===== src/logic/mem_bus_pkg.sv =====
package mem_bus_pkg;

  // memory geometry
  localparam int WORD_W     = 32;
  localparam int BE_W       = WORD_W / 8;
  localparam int MEM_WORDS  = 256;
  localparam int MEM_ADDR_W = $clog2(MEM_WORDS);  // word index, 8 bits

  // first byte address that maps onto word 0 of the sram
  localparam logic [31:0] DMEM_BASE = 32'h0001_0000;

  // request from a master toward the memory port
  // held stable by the master until it sees gnt
  typedef struct packed {
    logic              valid;
    logic [31:0]       addr;   // byte address, base not yet removed
    logic              we;
    logic [BE_W-1:0]   be;     // byte enables, all set for reads
    logic [WORD_W-1:0] wdata;  // already steered to its lanes
  } mem_req_t;

  // response back to the master
  // gnt in the request cycle, rvalid one cycle after it
  typedef struct packed {
    logic              gnt;
    logic              rvalid;
    logic [WORD_W-1:0] rdata;  // word after the access, writes included
  } mem_rsp_t;

endpackage


===== src/logic/mem_arbiter.sv =====
`timescale 1ns/1ps

module mem_arbiter
  import mem_bus_pkg::*;
(
  input  logic     clk,
  input  logic     reset,
  input  mem_req_t data_req_i,
  input  mem_req_t fetch_req_i,
  output mem_rsp_t data_rsp_o,
  output mem_rsp_t fetch_rsp_o,
  output mem_req_t mem_req_o,
  input  mem_rsp_t mem_rsp_i
);

  logic data_win;
  logic granted;
  logic owner_q;  // 1 = fetch owns the pending read-valid

  // data side has fixed priority
  assign data_win  = data_req_i.valid;
  assign mem_req_o = data_win ? data_req_i : fetch_req_i;
  assign granted   = mem_req_o.valid && mem_rsp_i.gnt;

  always_ff @(posedge clk) begin
    if (reset) begin
      owner_q <= 1'b0;
    end else if (granted) begin
      owner_q <= !data_win;
    end
  end

  // grant goes to the winner only, the loser keeps its request held
  always_comb begin
    data_rsp_o.gnt     = mem_rsp_i.gnt && data_win;
    data_rsp_o.rvalid  = mem_rsp_i.rvalid && !owner_q;
    data_rsp_o.rdata   = owner_q ? '0 : mem_rsp_i.rdata;

    fetch_rsp_o.gnt    = mem_rsp_i.gnt && !data_win && fetch_req_i.valid;
    fetch_rsp_o.rvalid = mem_rsp_i.rvalid && owner_q;
    fetch_rsp_o.rdata  = owner_q ? mem_rsp_i.rdata : '0;
  end

  // a fetch request that lost the port stays up at the same pc
  a_fetch_held: assert property (@(posedge clk) disable iff (reset)
    (fetch_req_i.valid && !fetch_rsp_o.gnt) |=>
      (fetch_req_i.valid && $stable(fetch_req_i.addr)));

endmodule


===== config.mk =====
export PLATFORM = sky130hd
export DESIGN_NAME = mem_arbiter
export DESIGN_NICKNAME = d
export VERILOG_FILES = /design/src/logic/mem_bus_pkg.sv /design/src/logic/mem_arbiter.sv
export SDC_FILE = /design/constraint.sdc
export NUM_CORES = 1
export LEC_CHECK = 0
export ABC_AREA = 1
export ABC_CLOCK_PERIOD_IN_PS = 800
export BUFFER_PORTS_ARGS = -buffer_cell sky130_fd_sc_hd__buf_2
export CAP_MARGIN = 20
export CORE_AREA = 2 2 123 125
export DETAILED_ROUTE_END_ITERATION = 16
export DIE_AREA = 0 0 125 127
export SLEW_MARGIN = 20
export SYNTH_ARGS = -nofsm -noshare
export SYNTH_HDL_FRONTEND = slang
export SYNTH_SLANG_ARGS = --single-unit

===== constraint.sdc =====
create_clock -name clk -period 0.8 [get_ports clk]
set_input_delay 0.04 -clock clk [delete_from_list [all_inputs] [get_ports clk]]
set_output_delay 0.04 -clock clk [all_outputs]
set_load 0.01 [all_outputs]

==> results of run 1 <==
## critical path: cells and delay by family (launching register included)
kind / cells / cell delay (ps)
flops: 1 / 420
buf+inv: 2 / 350
simple gates: 1 / 60
## cell usage in the layout (no fill, tap or decap), types with 5 or more instances in the layout
| master | instances |
|---|---|
| nand2_1 | 235 |
| nand2_2 | 8 |
| nor2_1 | 5 |
| buf_12 | 8 |
| buf_4 | 10 |
| buf_6 | 21 |
| nor2_4 | 11 |
| buf_2 | 293 |
| inv_1 | 67 |
| nor2_2 | 19 |
## synthesized netlist by cell type, drive strengths merged
master / n / area (µm²)
buf: 22 / 125
nand2: 243 / 912
nor2: 35 / 131
or2: 1 / 6.26
inv: 69 / 262
a21oi: 1 / 5.00
dfxtp: 1 / 20.0
## routing by layer
layer,vias to the layer above,part of all wire
met1,1303,0.40
met4,0,0.0054
met2,191,0.51
met3,6,0.087
li1,1670,-
met5,-,0
## metrics by stage
stage | TNS (ps) | area [µm²] | std cells | util | setup slack [ps]
floorplan | -148 | 1620 | 372 | - | -7.96
global placement | -2470 | 3480 | 866 | 0.242 | -103
detailed placement | -2940 | 3480 | 866 | 0.242 | -94.6
CTS | -1640 | 3700 | 872 | 0.257 | -75.8
global route | -5550 | 3890 | 875 | 0.270 | -123
finish | -2540 | 3890 | 875 | 0.270 | -81.1
## kinds of logic (layout without fill, tap and decap cells)
family / Yosys count / count (layout) / share of synthesized area
buffers and inverters: 91 / 410 / 0.265
AOI/OAI and AO/OA: 1 / 1 / 0.00342
DFF: 1 / 1 / 0.0137
and+or+nand+nor: 279 / 279 / 0.718
## area by class of cell
| cell class | count | area share |
|---|---|---|
| sequential | 1 | 0.00610 |
| tap | 184 | 0.0591 |
| timing repair inverter | 1 | 0.00161 |
| multi-input combinational | 280 | 0.311 |
| inverter | 69 | 0.0732 |
| timing repair buffer | 340 | 0.549 |
## how the worst max path moves through the flow
stage / start / end / slack, ps / cells after the start
after floorplan: owner_q / data_rsp_o[14] / -8 / 3
after global placement: data_req_i[69] / mem_req_o[41] / -100 / 6
after detailed placement: data_req_i[69] / mem_req_o[41] / -90 / 6
after CTS: owner_q / fetch_rsp_o[23] / -80 / 4
after global routing: owner_q / data_rsp_o[0] / -120 / 3
final: owner_q / data_rsp_o[0] / -80 / 3
## where the power goes
| part | switching (mW) | internal [mW] |
|---|---|---|
| clock | 0 | 0 |
| combinational | 1.11 | 1.11 |
| sequential | 0.0126 | 0.0527 |
| total | 1.12 | 1.16 |
## what timing repair did
| item | CTS | global route |
|---|---|---|
| buffers inserted | 1 | 1 |
| setup endpoints to repair | 95 | 93 |
| gates cloned | 5 | 3 |
| resized for setup | 21 | 28 |
| pin swaps | 1 | 5 |
==> metrics.txt, run 1 <==
# hold bufs at CTS 0; startpoint types register; YS warnings 0; R2R setup slack 0 ps; min-delay worst type in2reg; post-synthesis sequential area ratio 0.0137; Netlist cell types 10; routing usage on met3 0.0205; Multi-input gate area 1210 µm²; WL/cell 11.3 µm; initial antenna violation count 0; crit-path cells clkbuf_16 -> nor2_1 -> buf_2; Regs by FF count owner_q: 1 flops; Final Cycle Share 1.10; initial drt markers 79; final hold vios 0; Crit Path Category reg2out; clk_skew 0 ps; total global routing overflow 0; hold path cells 4; R2R Path Start owner_q; max-cap violations 0; FF/Latch Area approximately 24 µm²; Final Routed Wirelength 9.85 mm; largest net degree at the start of global routing 30; vias in the first global route between 2k and 3k; reg2reg end owner_q; Vias about 3.2k; Max stage delay on crit path between 400 and 500 ps; TritonRoute pass-1 iters 5; synthesized area between 1000 and 1500 µm²; Yosys reg bits 1; port bufs around 310; worst setup margin -81.1 ps; end point of the worst hold path owner_q; Biggest register owner_q; routability congestion estimate 0.826; CP max FO 14; Syn-to-layout area delta 167%; WP data arrival 840 ps; CP Capture Type primary output; Lkg Pwr ~2.8 nW; IO Count between 300 and 400; Pwr Total 2.28 mW; worst rel slew slack 0.884; Fmax ~1100 MHz; hold slack ~300 ps; worst-skew pair later-pin latency 0 ps; Die Width 125 µm; R2R depth 3; WP data required approximately 760 ps; clock slew at reported path FFs 0 ps; number of flip-flops in the largest register 1; Layout Nets 869; Final Setup Violations 68; initial core utilization 0.101; drt via density ~3.6; grt met2 use 0.211; cells after synthesis 372; final worst path period need roughly 880 ps; core box area ~14000 µm²; Max IR drop VDD around 0.23 mV; Detail Route Antenna Nets 0; Vert. Die Dim ~130 µm; Post-DP HPWL 8.14 mm; Ant. Diodes 0; Syn Area/Cell approximately 4 µm²; # DRC 0; Core Rows between 40 and 50; GR Util met1 0.126; RSZ-0062 raised after global routing yes; Layout fillers 1664; HP Start reset; Final Slew Violations 0; failing checks setup timing; global-route usage over all layers 0.108; syn nets between 500 and 600; layout cells sized above 1 0.556; Die ar. between 15000 and 20000 µm²; first-pass GRT wire length roughly 14 mm; PD cells about 590 nW/µm²; status finished with violations; slowest CP cell dfxtp_4; grt peak-use layer met2; worst-margin pin slew between 150 and 200 ps
Power figures use the tool's default switching activity.
==> run 2: changes to the inputs <==
==> constraint.sdc (replaced) <==
create_clock -name clk -period 0.8 [get_ports clk]
set_input_delay 0.04 -clock clk [delete_from_list [all_inputs] [get_ports clk]]
set_output_delay 0.04 -clock clk [all_outputs]
set_load 0.005 [all_outputs]
==> metrics.txt, run 2 (synthesis results as in run 1) <==
status finished with violations; failing checks setup timing; Final Setup Violations 42 (-38%); HP Start reset; TritonRoute pass-1 iters 4 (-1); slowest CP cell dfxtp_4; startpoint types register; Layout Nets 864 (-0.58%); Fin Setup TNS -978 ps (+1560 ps); crit-path cells buf_12 -> buf_8 -> nand2_2 -> inv_2 -> buf_2; vias in the first global route 2878 (+0.66%); CP max FO 5 (-9); DP Worst Slack -58.9 ps (+35.7 ps); CP Capture Type primary output; Pwr Total 1.86 mW (-18%); clk_skew 0 ps (unchanged); Lkg Pwr 2.74 nW (-3.1%); Vert. Die Dim 127 µm (unchanged); Biggest register owner_q; Die ar. 15900 µm² (unchanged); max-cap violations 0 (unchanged); initial drt markers 84 (+6.3%); worst rel slew slack 0.890 (+0.00579); IO Count 314 (unchanged); Detail Route Antenna Nets 0 (unchanged); routing usage on met3 0.0155 (-0.00503); Crit Path Category reg2out; total global routing overflow 0 (unchanged); first-pass GRT wire length 13.3 mm (-7.3%); Regs by FF count owner_q: 1 flops; grt peak-use layer met2; final hold vios 0 (unchanged); PD cells 520 nW/µm² (-11%); WP data arrival 810 ps (-30 ps); commonest non-fill, non-tap cell in the layout buf_2; layout cells sized above 1 0.531 (-0.0251); routability congestion estimate 0.786 (-4.9%); Die Width 125 µm (unchanged); min-delay worst type in2reg; Final Cycle Share 1.07 (-0.0333); Core Rows 44 (unchanged); initial antenna violation count 0 (unchanged); grt met2 use 0.200 (-0.0115); port bufs 313 (unchanged); Syn-to-layout area delta 145%; WL/cell 10.4 µm (-7.2%); final worst path period need 854 ps (-26.6 ps); largest net degree at the start of global routing 27 (-10%); origin of the worst setup path owner_q; worst-skew pair later-pin latency 0 ps (unchanged); clock slew at reported path FFs 0 ps (unchanged); Final Routed Wirelength 9.09 mm (-7.7%); RSZ-0062 raised after global routing yes; Worst path top cell family by delay buffers and inverters; Ant. Diodes 0 (unchanged); Final Slew Violations 0 (unchanged); worst setup margin -54.4 ps (+26.6 ps); # DRC 0 (unchanged); Worst Path Buf+Inv 4 (+2); number of setup buffers added after CTS 0 (-1); Max stage delay on crit path 360 ps (-60 ps); Max IR drop VDD 0.162 mV (-30%); WP data required 760 ps (about the same); R2R Path Start owner_q; core box area 14400 µm² (unchanged); number of flip-flops in the largest register 1 (unchanged); drt via density 3.63 (+0.13%); R2R setup slack 30 ps (+30 ps); Fmax 1170 MHz (+3.1%); worst-margin pin slew 165 ps (-8.69 ps); GR Util met1 0.113 (-0.0127); Post-DP HPWL 7.29 mm (-10%); most frequent cells in the layout buf_2 (312), nand2_1 (234), inv_1 (64), nor2_1 (23), nor2_2 (12); Vias 3156 (-0.44%); initial core utilization 0.101 (unchanged); global-route usage over all layers 0.0987 (-0.00904)
[run 2: cell types whose count changed in the layout (fill, tap and decap cells not counted), moves of 2 or more]
cell / change
buf_16: -3
buf_8: +2
buf_4: -3
inv_2: +3
nor2_1: +18
buf_12: -3
nor2_4: -11
bufbuf_16: +2
nor2_2: -7
buf_2: +19
inv_1: -3
buf_6: -17
[run 2: stage by stage]
| step | util | std cells | hold WS (ps) | instance area [µm²] |
|---|---|---|---|---|
| floorplan | - | 372 | 147 | 1460 |
| global placement | 0.231 | 865 | 329 | 3330 |
| detailed placement | 0.231 | 865 | 334 | 3330 |
| CTS | 0.241 | 868 | 332 | 3480 |
| global route | 0.248 | 870 | 336 | 3580 |
| finish | 0.248 | 870 | 308 | 3580 |
[run 2: final cells by class]
cell class / instances / area, µm²
fill: 1659 / 10800
inverter: 69 / 264
multi-input combinational: 280 / 1110
sequential: 1 / 23.8
tap: 184 / 230
timing repair buffer: 336 / 1950
[run 2: repair_timing]
| action | in CTS | in global routing |
|---|---|---|
| setup endpoints to repair | 76 | 94 |
| pin swaps | 8 | 1 |
| endpoints found under the hold margin | 0 | 0 |
| gates cloned | 3 | 2 |
| hold buffers | 0 | 0 |
| gates resized for setup | 20 | 20 |
[run 2: power breakdown]
group	switching, mW	internal, mW
logic	0.830	0.970
clock network	0	0
registers	0.00837	0.0527
[run 2: worst paths after layout]
path	endpoint	cells past startpoint
setup / recovery	fetch_rsp_o[5]	5
hold / removal	owner_q	4
setup reg to reg	owner_q	3
hold reg to reg	owner_q	3
[run 2: worst reg2reg max path, cell delays in order (launching register included)]
cell and delay, ps:
dfxtp_4 360, buf_12 140, a21oi_1 110, nor2_1 50
[run 2: routing by layer]
metal | up-vias | share of wire
met5 | - | 0
met4 | 0 | 0.0030
met3 | 2 | 0.098
met2 | 190 | 0.52
met1 | 1304 | 0.38
li1 | 1660 | -
==> run 3: changes to the inputs <==
Settings changed: RECOVER_POWER set to 50.
==> metrics.txt, run 3 (synthesis results as in run 1) <==
crit-path cells buf_12 -> buf_8 -> nand2_2 -> inv_2 -> buf_2; first-pass GRT wire length 13.3 mm (unchanged); vias in the first global route 2878 (unchanged); number of flip-flops in the largest register 1 (unchanged); final hold vios 0 (unchanged); Fmax 1170 MHz (about the same); port bufs 313 (unchanged); startpoint types register; metal3 WL 889 µm (-0.34%); max-cap violations 0 (unchanged); WP data arrival 810 ps (about the same); Vert. Die Dim 127 µm (unchanged); Final Slew Violations 0 (unchanged); drt via density 3.63 (about the same); largest net degree at the start of global routing 27 (unchanged); Biggest register owner_q; status finished with violations; Die ar. 15900 µm² (unchanged); top sig layer met4; total global routing overflow 0 (unchanged); failing checks setup timing; final worst path period need 854 ps (-0.122 ps); worst rel slew slack 0.828 (-0.0621); Area after DPL 3330 µm² (unchanged); commonest non-fill, non-tap cell in the layout buf_2; TritonRoute pass-1 iters 4 (unchanged); WP data required 760 ps (about the same); WL met2 4.72 mm (+0.28%); RSZ-0062 raised after global routing yes; most frequent cells in the layout buf_2 (301), nand2_1 (234), inv_1 (64), nor2_1 (23), nor2_2 (12); clk_skew 0 ps (unchanged); min-delay worst type in2reg; final instance area 3520 µm² (-1.5%); Final Cycle Share 1.07 (about the same); clock slew at reported path FFs 0 ps (unchanged); # DRC 0 (unchanged); Layout Nets 864 (unchanged); CP max FO 5 (unchanged); Layout fillers 1673 (+0.84%); met1 WL 3.48 mm (+0.40%); Worst path top cell family by delay buffers and inverters; Syn-to-layout area delta 141%; layout cells sized above 1 0.516 (-0.0146); worst-margin pin slew 258 ps (+93.1 ps); Final Setup Violations 42 (unchanged); Vias 3155 (-0.032%); Post-DP HPWL 7.29 mm (unchanged); global-route usage over all layers 0.0987 (unchanged); Crit Path Category reg2out; worst-skew pair later-pin latency 0 ps (unchanged); initial core utilization 0.101 (unchanged); Die Width 125 µm (unchanged); WL/cell 10.5 µm (+0.26%); slowest CP cell dfxtp_4; Max stage delay on crit path 360 ps (about the same); Core Rows 44 (unchanged); worst setup margin -54.3 ps (+0.122 ps); Lkg Pwr 2.69 nW (-1.8%); hold slack 308 ps (+0.00400 ps); Regs by FF count owner_q: 1 flops; number of setup buffers added after CTS 0 (unchanged); Worst Path Buf+Inv 4 (unchanged); Final Routed Wirelength 9.12 mm (+0.26%); core box area 14400 µm² (unchanged); Ant. Diodes 0 (unchanged); initial drt markers 102 (+21%); Max IR drop VDD 0.162 mV (+0.18%); initial antenna violation count 0 (unchanged); Detail Route Antenna Nets 0 (unchanged); PD cells 519 nW/µm² (-0.32%); CP Capture Type primary output; routability congestion estimate 0.786 (unchanged); IO Count 314 (unchanged)
-- run 3: cell types whose count changed in the layout (fill, tap and decap cells not counted), moves of 2 or more --
cell,delta
clkbuf_2,+2
buf_2,-11
buf_8,+2
clkbuf_1,+10
buf_12,-2
-- run 3: through the flow --
| step | setup WS, ps | utilization | power, mW | setup TNS, ps | cells |
|---|---|---|---|---|---|
| detailed placement | -58.9 | 0.231 | 1.71 | -2310 | 865 |
| CTS | -56.5 | 0.241 | 1.82 | -1290 | 868 |
| finish | -54.3 | 0.244 | 1.83 | -976 | 870 |
| floorplan | 8.96 | - | 0.677 | 0 | 372 |
| global placement | -66.4 | 0.231 | 1.71 | -2150 | 865 |
| global route | -85.6 | 0.244 | 2.04 | -4390 | 870 |
-- run 3: timing repair --
action / in CTS / in global routing
endpoints found under the setup margin: 76 / 94
gates cloned: 3 / 2
resized for setup: 20 / 20
pin swaps: 8 / 1
hold buffers: 0 / 0
-- run 3: worst min-delay path, delay by kind of cell --
family,cells,cell delay [ps]
buffers and inverters,2,130
and+or+nand+nor,2,80
-- run 3: final timing paths --
path / start / to / slack [ps] / cells after the start
max reg2reg: owner_q / owner_q / 30 / 3
min reg2reg: owner_q / owner_q / 670 / 3
max: owner_q / fetch_rsp_o[5] / -50 / 5
min: reset / owner_q / 310 / 4
-- run 3: per-layer routing --
metal  up-vias  global-route usage
li1       1660                   -
met1      1303               0.113
met2       190               0.200
met3         2              0.0155
met4         0             0.00588
met5         -                   0
-- run 3: report_power, final --
part	switching (mW)	internal [mW]	total, mW	leakage, nW
sequential	0.00837	0.0527	0.0610	0.00891
clock	0	0	0	0
combinational	0.831	0.936	1.77	2.68
-- run 3: layout make-up --
type,count,area [µm²],share of cell area
inverter,69,262,0.0742
multi-input combinational,280,1110,0.316
sequential,1,23.8,0.00674
tap,184,230,0.0653
timing repair buffer,336,1900,0.538
