`config.mk`:
```
export PLATFORM = sky130hd
export DESIGN_NAME = fetch_unit
export DESIGN_NICKNAME = d
export VERILOG_FILES = /design/src/logic/mem_bus_pkg.sv /design/src/logic/fetch_unit.sv
export SDC_FILE = /design/constraint.sdc
export NUM_CORES = 1
export LEC_CHECK = 0
export BUFFER_PORTS_ARGS = -buffer_cell sky130_fd_sc_hd__clkbuf_2
export CAP_MARGIN = 30
export CORE_UTILIZATION = 30
export CTS_BUF_LIST = sky130_fd_sc_hd__clkbuf_4 sky130_fd_sc_hd__clkbuf_8 sky130_fd_sc_hd__clkbuf_16
export DETAILED_ROUTE_END_ITERATION = 12
export MAX_ROUTING_LAYER = met4
export PLACE_DENSITY_LB_ADDON = 0.25
export SYNTH_ARGS = -nofsm -noshare
export SYNTH_HDL_FRONTEND = slang
export SYNTH_SLANG_ARGS = --single-unit
export TNS_END_PERCENT = 20
```
`constraint.sdc`:
```
create_clock -name clk -period 4.3 [get_ports clk]
set_input_delay 0.43 -clock clk [delete_from_list [all_inputs] [get_ports clk]]
set_output_delay 0.43 -clock clk [all_outputs]
set_load 0.02 [all_outputs]
```
`src/logic/mem_bus_pkg.sv`:
```
package mem_bus_pkg;

  // memory geometry
  localparam int WORD_W     = 32;
  localparam int BE_W       = WORD_W / 8;
  localparam int MEM_WORDS  = 256;
  localparam int MEM_ADDR_W = $clog2(MEM_WORDS);  // word index, 8 bits

  // first byte address that maps onto word 0 of the sram
  localparam logic [31:0] DMEM_BASE = 32'h0001_0000;

  // request from a master toward the memory port
  // held stable by the master until it sees gnt
  typedef struct packed {
    logic              valid;
    logic [31:0]       addr;   // byte address, base not yet removed
    logic              we;
    logic [BE_W-1:0]   be;     // byte enables, all set for reads
    logic [WORD_W-1:0] wdata;  // already steered to its lanes
  } mem_req_t;

  // response back to the master
  // gnt in the request cycle, rvalid one cycle after it
  typedef struct packed {
    logic              gnt;
    logic              rvalid;
    logic [WORD_W-1:0] rdata;  // word after the access, writes included
  } mem_rsp_t;

endpackage

```
`src/logic/fetch_unit.sv`:
```
`timescale 1ns/1ps

module fetch_unit
  import mem_bus_pkg::*;
(
  input  logic        clk,
  input  logic        reset,
  input  logic        fetch_en_i,
  output logic        instr_valid_o,
  output logic [31:0] instr_o,
  output logic [31:0] instr_pc_o,
  output mem_req_t    mem_req_o,
  input  mem_rsp_t    mem_rsp_i
);

  logic [31:0] pc_q;
  logic        waiting_q;  // granted, read-valid still to come
  logic        held_q;     // request raised but not yet granted
  logic        req_valid;

  // a raised request stays up until granted, even if enable drops
  assign req_valid = !waiting_q && (fetch_en_i || held_q);

  always_ff @(posedge clk) begin
    if (reset) begin
      pc_q      <= DMEM_BASE;
      waiting_q <= 1'b0;
      held_q    <= 1'b0;
    end else begin
      held_q <= req_valid && !mem_rsp_i.gnt;
      if (req_valid && mem_rsp_i.gnt) waiting_q <= 1'b1;
      else if (mem_rsp_i.rvalid)      waiting_q <= 1'b0;
      if (mem_rsp_i.rvalid) pc_q <= pc_q + 32'd4;  // sequential only
    end
  end

  assign mem_req_o.valid = req_valid;
  assign mem_req_o.addr  = pc_q;
  assign mem_req_o.we    = 1'b0;
  assign mem_req_o.be    = '1;
  assign mem_req_o.wdata = '0;

  assign instr_valid_o = mem_rsp_i.rvalid;
  assign instr_o       = mem_rsp_i.rdata;
  assign instr_pc_o    = pc_q;  // pc advances only after this word

  // the arbiter must only steer read-valid here for our own access
  a_rvalid_when_waiting: assert property (@(posedge clk) disable iff (reset)
    mem_rsp_i.rvalid |-> waiting_q);

endmodule

```
==> metrics.csv, run 1 <==
stage;metric;value;unit
critical_path;Critical Path, Cell by Cell;ha_1 > nand4_1 > nor4b_4 > nand4_1 > mux2_2;
clock_network;Sink Count;32;
critical_path;FF-to-FF path depth;5;
status;status;finished clean;
clock_network;number of buffers added for setup after CTS;0;
clock_network;TritonCTS clock tree;done;
finish;Seq. cell area;641;um^2
synth;Syn Area/Cell;8.27;um^2
finish;final-stage net count;320;
detailed_routing;antenna-violating nets left;0;
floorplan;core area;0.00741;mm^2
timing;Worst Skew;6.68;ps
synth;Compound-Gate Fraction of Synth Area;8.25;%
place;port bufs;66;
critical_path;worst reg2reg path endpoint;instr_pc_o[22]$_SDFFE_PP0P_;
critical_path;CP Capture Type;register;
floorplan;Starting Density;31.7;%
clock_network;# hold bufs at CTS;0;
floorplan;io pins;172;
finish;final core occ;29.9;%
synth;XOR/XNOR Fraction of Synth Area;4.10;%
pwr;overall power;0.616;mW
hold_path;hold_sp;mem_rsp_i[33];
hold_path;Hold WC Path Type;in -> reg;
grt;grt ovf;0;
clock_network;clock tree buffer depth;2;
timing;worst slew pin tran;760;ps
finish;non-filler cells, final;382;
finish;layout cells sized above 1;29.7;%
finish;# diodes;0;
pwr;Cell Pwr Density;278;mW/mm^2
pwr;worst ir drop on vdd;0.0855;mV
pwr;leakage power of the design;1.01;nW
critical_path;R2R setup slack;2070;ps
timing;endpoints failing hold;0;
clock_network;H-tree level count;2;
place;HPWL after DPL;3.28;mm
synth;Seq cells post-synth;32;
grt;vias in the first global route;1452;
synth;Synth area leader;buf_4;
finish;Fillers;804;
synth;Synth Cell Area;0.00235;mm^2
hold_path;Hold Path Depth;2;
detailed_routing;WL final;4.49;mm
floorplan;die area;0.00819;mm^2
timing;final worst-path cycle share;51.7;%
timing;Final min period;2230;ps
synth;mux cell area share after synthesis;1.38;%
synth;Gate Count Post-Synth;284;
finish;Area growth, synth to finish;-5.75;%
floorplan;Die Y;90.5;um
grt;first-pass GRT wire length;7.30;mm
floorplan;FP Rows;31;
critical_path;cell repeated most along the worst path;nand4_1;
timing;RSZ-0062 raised after global routing;no;
grt;initial antenna violation count;0;
critical_path;WP data required;4470;ps
timing;setup violators final;0;
critical_path;CP delay by family, top;simple AND/OR/NAND/NOR gates;
place;pre-CTS WS;1990;ps
detailed_routing;wire per inst;11.8;um
synth;Synth Area in Adders;0.532;%
critical_path;crit-path max FO;9;
synth;register area share after synthesis;27.3;%
place;Post-Place Cells;374;
synth;Ys Warns;0;
synth;simple-gate area share of the yosys netlist;22.0;%
clock_network;Root Buffer;clkbuf_8;
critical_path;Data arrival, critical path;2390;ps
critical_path;critical path's slowest cell;nor4b_4;
clock_network;Reg clk slew, reported paths;70;ps
critical_path;kind of critical path;reg -> reg;
critical_path;worst path buffer plus inverter count;0;
hold_path;WHS Endpoint;held_q$_SDFF_PP0_;
place;GPL Wtd Cong;0.742;
timing;fmax;0.449;GHz
run;max cap viols;0;
detailed_routing;Detailed Routing Iterations Pass 1;4;
clock_network;post_cts resized;0;
synth;Synth top area share;34.2;%
timing;Final Max Tran Viols;0;
critical_path;Slowest Stage Delay on Critical Path;580;ps
synth;largest family of logic cells by synthesized area;buffers and inverters;
clock_network;Clock Latency Late Sink;280;ps
grt;pin count of the biggest net entering global routing;41;
synth;Distinct cells, synth;34;
critical_path;startpoint types;register;
critical_path;R2R Path Start;instr_pc_o[2]$_SDFFE_PP0P_;
timing;Rel. slew slack;49.3;%
detailed_routing;Via density;4.35;
clock_network;Num CTS Buffers;5;
timing;setup TNS;0;ps
detailed_routing;DR DRC count;0;
detailed_routing;via count;1660;
timing;Worst Setup Slack, final;2070;ps
synth;top post-synthesis cells by area;buf_4, dfxtp_1, nor2_1, a21oi_1, or4_1;
finish;combined area of the multi-input logic cells;0.00101;mm^2
floorplan;Die X;90.5;um
grt;GRT Resource Usage Total;11.3;%
detailed_routing;initial DRC count;49;
[through the flow]
step                      cell area (um^2)  hold slack (ps)
final                                 2210              329
after global routing                  2210              323
after CTS                             2210              313
after detailed placement              2120              436
after global placement                2120              444
after floorplan                       2500              414
[final cells by class]
type | count | share of cell area, %
Sequential cell | 32 | 28.9
Multi-Input combinational cell | 173 | 45.5
Timing Repair Buffer | 66 | 14.9
Tap cell | 99 | 5.59
Inverter | 4 | 0.678
Clock buffer | 8 | 4.41
[worst max path at each step]
stage                                           from                          end  slack (ps)  cells past startpoint
after floorplan           instr_pc_o[2]$_SDFFE_PP0P_  instr_pc_o[28]$_SDFFE_PP0P_        2230                      5
after global placement                 mem_rsp_i[32]  instr_pc_o[31]$_SDFFE_PP0P_        2030                      5
after detailed placement               mem_rsp_i[32]  instr_pc_o[31]$_SDFFE_PP0P_        1990                      5
after CTS                 instr_pc_o[2]$_SDFFE_PP0P_  instr_pc_o[22]$_SDFFE_PP0P_        2060                      5
after global routing      instr_pc_o[3]$_SDFFE_PP0P_  instr_pc_o[22]$_SDFFE_PP0P_        1900                      5
final                     instr_pc_o[2]$_SDFFE_PP0P_  instr_pc_o[22]$_SDFFE_PP0P_        2070                      5
[cells in the mapped netlist (all sizes together)]
cell type  number
dfxtp          32
o31ai           6
nor4            3
or3             5
a41o            1
mux2            2
clkbuf          4
buf           110
nor3            1
o41ai           1
a21oi          14
conb            2
and3            3
ha              1
or4            11
nor2           20
nand3           9
mux2i           1
xnor2           5
nor4b           1
nand4          11
a31o            3
nor2b           5
nand2b          4
nand2           8
inv             4
xor2            6
and4            5
o21ai           5
a311oi          1
[per-layer routing]
metal	routed length (um)	vias to the layer above	share of wire [%]	GRT usage, %
li1	-	828	-	-
met3	277	9	6.2	3.62
met1	2130	756	47	14.3
met2	2020	67	45	16.5
met4	72	0	1.6	4.84
met5	0	-	0	-
[layout by cell type, fill, tap and decap left out, types with 4 or more instances in the layout]
cell	instances
a21oi_1	14
and4_1	5
clkbuf_2	66
clkbuf_8	6
conb_1	41
dfxtp_1	32
inv_1	4
nand2_1	8
nand2b_1	4
nand3_1	9
nand4_1	10
nor2_1	20
nor2b_1	5
o21ai_0	5
o31ai_1	6
or3_1	4
or4_1	9
xnor2_1	5
xor2_1	6
[state kept, by name, indices dropped and copies added, names as in the netlist]
name        cells
instr_pc_o     30
held_q          1
waiting_q       1
[where the power goes]
| group | internal, mW | leakage, nW | switching, mW |
|---|---|---|---|
| combinational | 0.00982 | 0.700 | 0.0512 |
| sequential | 0.299 | 0.258 | 0.00539 |
| clock | 0.143 | 0.0523 | 0.107 |
| total | 0.452 | 1.01 | 0.164 |
[worst reg2reg max path, cell delays in order, from the launching register on]
cell and delay (ps):
dfxtp_1 510, ha_1 270, nand4_1 300, nor4b_4 580
nand4_1 160, mux2_2 290
[logic make-up (layout without fill, tap and decap cells)]
| kind of cell | count (synthesis) | in the layout |
|---|---|---|
| buf+inv | 118 | 78 |
| simple gates | 86 | 86 |
| flops | 32 | 32 |
| compound gates | 31 | 31 |
| xor+xnor | 11 | 11 |
| mux | 3 | 3 |
| other cells | 2 | 41 |
| fa+ha+maj | 1 | 1 |
(Power assumes the default switching activity.)
==> run 2: changes to the inputs <==
==> constraint.sdc (replaced) <==
create_clock -name clk -period 2 [get_ports clk]
set_input_delay 0.2 -clock clk [delete_from_list [all_inputs] [get_ports clk]]
set_output_delay 0.2 -clock clk [all_outputs]
set_load 0.02 [all_outputs]
==> run 2 against run 1 <==
Effect of this change: sequential power increased by 110%; flip-flop and latch count is the same; clock skew is 3.0 ps lower; via count is 4.7% higher; critical endpoint is now instr_pc_o[26]$_SDFFE_PP0P_; highest routed layer unchanged; global-route usage is 0.27 points lower; die area stayed put; critical path type unchanged; sequential share of layout area is 1.8 points lower; first-iteration DRC count is 12% lower; combinational power is 130% higher.
==> metrics.csv, run 2 (synthesized netlist as in run 1, its figures left out) <==
stage;metric;value;unit
status;status;finished clean;
finish;final-stage net count;341;
grt;first-pass GRT wire length;7.07;mm
clock_network;post_cts resized;0;
critical_path;kind of critical path;reg -> reg;
detailed_routing;Detailed Routing Iterations Pass 1;4;
hold_path;Hold WC Path Type;in -> reg;
finish;most common cell after layout, fill and taps aside;clkbuf_2;
place;HPWL after DPL;3.39;mm
timing;setup TNS;0;ps
grt;grt ovf;0;
detailed_routing;WL final;4.44;mm
critical_path;WP data required;2210;ps
finish;layout cells sized above 1;35.2;%
floorplan;die area;0.00819;mm^2
clock_network;Clock Latency Late Sink;280;ps
floorplan;core area;0.00741;mm^2
critical_path;Data arrival, critical path;2080;ps
floorplan;Die X;90.5;um
critical_path;critical path's slowest cell;or3_4;
grt;vias in the first global route;1387;
timing;Rel. slew slack;66.2;%
pwr;leakage power of the design;1.12;nW
grt;initial antenna violation count;0;
detailed_routing;DR DRC count;0;
clock_network;H-tree level count;2;
floorplan;Die Y;90.5;um
critical_path;worst path buffer plus inverter count;0;
timing;final worst-path cycle share;93.8;%
detailed_routing;wire per inst;11.0;um
critical_path;CP delay by family, top;simple AND/OR/NAND/NOR gates;
detailed_routing;via count;1738;
clock_network;# hold bufs at CTS;0;
floorplan;io pins;172;
floorplan;Starting Density;31.7;%
timing;worst slew pin tran;507;ps
finish;non-filler cells, final;403;
timing;Worst Skew;3.70;ps
timing;setup violators final;0;
finish;Area growth, synth to finish;1.07;%
clock_network;TritonCTS clock tree;done;
finish;# diodes;0;
detailed_routing;antenna-violating nets left;0;
critical_path;startpoint types;register;
timing;Final Max Tran Viols;0;
critical_path;CP Capture Type;register;
timing;Final min period;1880;ps
finish;most frequent cells in the layout;clkbuf_2, conb_1, dfxtp_1;
critical_path;Slowest Stage Delay on Critical Path;430;ps
timing;endpoints failing hold;0;
clock_network;Reg clk slew, reported paths;60;ps
grt;GRT Resource Usage Total;11.1;%
timing;fmax;0.533;GHz
detailed_routing;initial DRC count;43;
finish;max reg flops;30;
place;GPL Wtd Cong;0.789;
critical_path;crit-path max FO;9;
clock_network;Sink Count;32;
grt;pin count of the biggest net entering global routing;28;
clock_network;Num CTS Buffers;5;
pwr;worst ir drop on vdd;0.162;mV
timing;RSZ-0062 raised after global routing;no;
detailed_routing;Via density;4.31;
pwr;Cell Pwr Density;561;mW/mm^2
clock_network;Root Buffer;clkbuf_8;
place;Post-Place Cells;393;
floorplan;FP Rows;31;
run;max cap viols;0;
critical_path;Critical Path, Cell by Cell;ha_1 > nand4_1 > or3_4 > or4_1 > a21oi_1;
clock_network;clock tree buffer depth;2;
place;port bufs;66;
==> run 2: cell count changes in the layout (fill, tap and decap cells not counted) <==
cell | before | now
buf_4 | 0 | 21
dfxtp_1 | 32 | 30
dfxtp_2 | 0 | 2
==> run 2: layout make-up <==
type | count | area [um^2]
Inverter | 4 | 15.0
Multi-Input combinational cell | 173 | 1010
Tap cell | 99 | 124
Clock buffer | 8 | 97.6
Sequential cell | 32 | 643
Fill cell | 805 | 5030
Timing Repair Buffer | 87 | 488
==> run 2: path summary, 6_finish.rpt <==
check | startpoint | slack, ps | depth (start not counted) | end
hold / removal | mem_rsp_i[33] | 100 | 2 | held_q$_SDFF_PP0_
hold reg to reg | waiting_q$_SDFFE_PP0P_ | 450 | 1 | held_q$_SDFF_PP0_
setup / recovery | instr_pc_o[3]$_SDFFE_PP0P_ | 120 | 5 | instr_pc_o[26]$_SDFFE_PP0P_
setup reg to reg | instr_pc_o[3]$_SDFFE_PP0P_ | 120 | 5 | instr_pc_o[26]$_SDFFE_PP0P_
==> run 2: repair_timing <==
| item | 4_1_cts | 5_1_grt |
|---|---|---|
| setup buffers | 0 | 2 |
| setup endpoints to repair | 0 | 4 |
| hold endpoints to repair | 0 | 0 |
==> run 2: where the power goes <==
part | switching, mW | internal (mW) | leakage (nW)
sequential | 0.00809 | 0.645 | 0.259
clock | 0.229 | 0.308 | 0.0523
combinational | 0.116 | 0.0274 | 0.806
total | 0.353 | 0.980 | 1.12
==> run 2: metal layers <==
layer	wire, um	global-route usage [%]
met5	0	-
met4	58	4.44
met3	271	3.45
met2	1970	15.6
met1	2140	14.6
==> run 2: per-stage QoR <==
step           setup slack (ps)  utilization (%)  power [mW]  hold slack, ps  cell area (um^2)
2_1_floorplan              66.5                -       0.944             279              2500
3_3_place_gp                138             30.5       0.810             386              2260
3_5_place_dp               83.9             30.5       0.810             390              2260
4_1_cts                    68.5             31.9        1.35            85.4              2360
5_1_grt                    29.2             32.1        1.40            84.8              2370
6_report                    125             32.1        1.33            96.8              2370
==> run 3: changes to the inputs <==
--- a/config.mk
+++ b/config.mk
@@ -7,7 +7,9 @@
 export LEC_CHECK = 0
 export BUFFER_PORTS_ARGS = -buffer_cell sky130_fd_sc_hd__clkbuf_2
 export CAP_MARGIN = 30
-export CORE_UTILIZATION = 30
+export CELL_PAD_IN_SITES_DETAIL_PLACEMENT = 0
+export CELL_PAD_IN_SITES_GLOBAL_PLACEMENT = 2
+export CORE_UTILIZATION = 19
 export CTS_BUF_LIST = sky130_fd_sc_hd__clkbuf_4 sky130_fd_sc_hd__clkbuf_8 sky130_fd_sc_hd__clkbuf_16
 export DETAILED_ROUTE_END_ITERATION = 12
 export MAX_ROUTING_LAYER = met4
==> run 3 against run 2 <==
Effect of this change: cell count grew 12%; count of clock-buffer cells in the layout fell by 2; register-to-register slack barely moved; critical path depth is 2 higher; non-clock buffer count grew 2; cell area grew 6.2%; highest routed layer unchanged; largest power group is now the clock network; sequential share of layout area fell by 1.5 points; global-route usage down 2.5 points; critical path type unchanged; setup slack better by 9.2 ps.
==> metrics.csv, run 3 (synthesized netlist as in run 1, its figures left out) <==
stage;metric;value;unit
critical_path;R2R Path Start;instr_pc_o[3]$_SDFFE_PP0P_;
clock_network;clock tree buffer depth;2;
hold_path;Hold WC Path Type;in -> reg;
detailed_routing;initial DRC count;49;
floorplan;core area;0.0120;mm^2
grt;first-pass GRT wire length;8.09;mm
place;HPWL after DPL;4.05;mm
pwr;sw frac;24.2;%
timing;Rel. slew slack;62.8;%
timing;worst slew pin tran;558;ps
detailed_routing;Detailed Routing Iterations Pass 1;4;
finish;# diodes;0;
detailed_routing;wire per inst;11.6;um
pwr;leakage power of the design;1.16;nW
pwr;combinational share of power;8.3;%
timing;setup violators final;0;
timing;Worst Skew;7.48;ps
grt;vias in the first global route;1547;
critical_path;CP delay by family, top;simple AND/OR/NAND/NOR gates;
clock_network;Root Buffer;clkbuf_16;
pwr;clock power share;52.6;%
place;GPL Wtd Cong;0.729;
finish;final-stage net count;343;
timing;endpoints failing hold;0;
critical_path;worst path buffer plus inverter count;2;
grt;grt ovf;0;
finish;most common cell after layout, fill and taps aside;clkbuf_2;
pwr;sequential power share;39.1;%
clock_network;Reg clk slew, reported paths;60;ps
clock_network;Sink Count;32;
detailed_routing;Via density;3.91;
pwr;Int Pwr;1.27;mW
grt;GRT Resource Usage Total;8.54;%
timing;final worst-path cycle share;93.3;%
timing;Final min period;1870;ps
place;port bufs;66;
hold_path;Hold Path Depth;2;
critical_path;Critical Path, Cell by Cell;ha_1 > nand4_1 > buf_4 > nor4b_4 > buf_4 > nand4_1 > mux2_2;
critical_path;R2R setup slack;130;ps
critical_path;FF-to-FF path depth;7;
clock_network;TritonCTS clock tree;done;
timing;fmax;0.536;GHz
hold_path;hold_sp;mem_rsp_i[33];
critical_path;crit-path max FO;9;
timing;setup TNS;0;ps
finish;Area growth, synth to finish;7.35;%
floorplan;die area;0.0128;mm^2
floorplan;Starting Density;19.6;%
detailed_routing;antenna-violating nets left;0;
detailed_routing;via count;1773;
run;max cap viols;0;
clock_network;Num CTS Buffers;5;
finish;layout cells sized above 1;35.6;%
critical_path;WP data required;2160;ps
critical_path;Data arrival, critical path;2030;ps
critical_path;Slowest Stage Delay on Critical Path;400;ps
critical_path;kind of critical path;reg -> reg;
pwr;Psw;0.406;mW
critical_path;CP Capture Type;register;
grt;initial antenna violation count;0;
pwr;Cell Pwr Density;664;mW/mm^2
floorplan;Die X;113;um
detailed_routing;DR DRC count;0;
status;status;finished clean;
pwr;overall power;1.68;mW
floorplan;Die Y;113;um
finish;max reg flops;30;
critical_path;worst reg2reg path endpoint;instr_pc_o[22]$_SDFFE_PP0P_;
floorplan;io pins;172;
timing;RSZ-0062 raised after global routing;no;
detailed_routing;WL final;5.26;mm
clock_network;H-tree level count;2;
floorplan;FP Rows;40;
critical_path;critical path's slowest cell;dfxtp_2;
critical_path;startpoint types;register;
finish;Fillers;1335;
pwr;worst ir drop on vdd;0.290;mV
grt;pin count of the biggest net entering global routing;29;
hold_path;WHS Endpoint;held_q$_SDFF_PP0_;
clock_network;Clock Latency Late Sink;280;ps
finish;most frequent cells in the layout;clkbuf_2, conb_1, dfxtp_1;
timing;Final Max Tran Viols;0;
clock_network;# hold bufs at CTS;0;
run 3: cell type report:
cell class	instances	area, um^2	area share [%]
Sequential cell	32	646	25.6
Clock inverter	2	35.0	1.39
Clock buffer	6	133	5.26
Timing Repair Buffer	89	503	19.9
Inverter	4	15.0	0.595
Multi-Input combinational cell	173	1010	39.9
Tap cell	147	184	7.29
run 3: stage by stage:
| stage | hold slack, ps | instance area [um^2] | util [%] | instances | setup WS (ps) |
|---|---|---|---|---|---|
| floorplan | 279 | 2500 | - | 323 | 66.5 |
| global placement | 390 | 2350 | 19.6 | 445 | 193 |
| detailed placement | 395 | 2350 | 19.6 | 445 | 139 |
| CTS | 99.0 | 2520 | 21.0 | 453 | 126 |
| global route | 104 | 2520 | 21.0 | 453 | 5.62 |
| finish | 99.6 | 2520 | 21.0 | 453 | 134 |
run 3: routing by layer:
| layer | up-vias | GRT usage [%] | part of all wire (%) |
|---|---|---|---|
| met4 | 0 | 3.51 | 1.4 |
| met5 | - | - | 0 |
| li1 | 874 | - | - |
| met1 | 826 | 10.7 | 47 |
| met3 | 8 | 2.79 | 5.8 |
| met2 | 65 | 12.6 | 45 |
run 3: power groups by stage:
stage	sequential, mW	combinational (mW)	clock (mW)
after floorplan	0.673	0.272	0
after global placement	0.668	0.142	0
after detailed placement	0.669	0.140	0
after CTS	0.655	0.140	0.915
after global routing	0.657	0.148	0.938
final	0.655	0.138	0.882
run 3: worst max-delay path by stage:
stage | startpoint | end | slack (ps) | depth (start not counted)
5_1_grt | instr_pc_o[3]$_SDFFE_PP0P_ | instr_pc_o[22]$_SDFFE_PP0P_ | 6 | 7
3_5_place_dp | instr_pc_o[2]$_SDFFE_PP0P_ | instr_pc_o[22]$_SDFFE_PP0P_ | 140 | 7
4_1_cts | instr_pc_o[2]$_SDFFE_PP0P_ | instr_pc_o[22]$_SDFFE_PP0P_ | 130 | 7
6_report | instr_pc_o[3]$_SDFFE_PP0P_ | instr_pc_o[22]$_SDFFE_PP0P_ | 130 | 7
2_1_floorplan | instr_pc_o[2]$_SDFFE_PP0P_ | instr_pc_o[28]$_SDFFE_PP0P_ | 70 | 5
3_3_place_gp | instr_pc_o[2]$_SDFFE_PP0P_ | instr_pc_o[22]$_SDFFE_PP0P_ | 190 | 7
run 3: timing repair:
item / 4_1_cts / 5_1_grt
setup buffers: 0 / 0
setup endpoints to repair: 0 / 1
gates resized for setup: 0 / 1
run 3: worst register-to-register path: stages (launching register included):
cell     delay (ps)
dfxtp_2         400
ha_1            190
nand4_1         150
buf_4           210
nor4b_4         240
buf_4           180
nand4_1         110
mux2_2          270
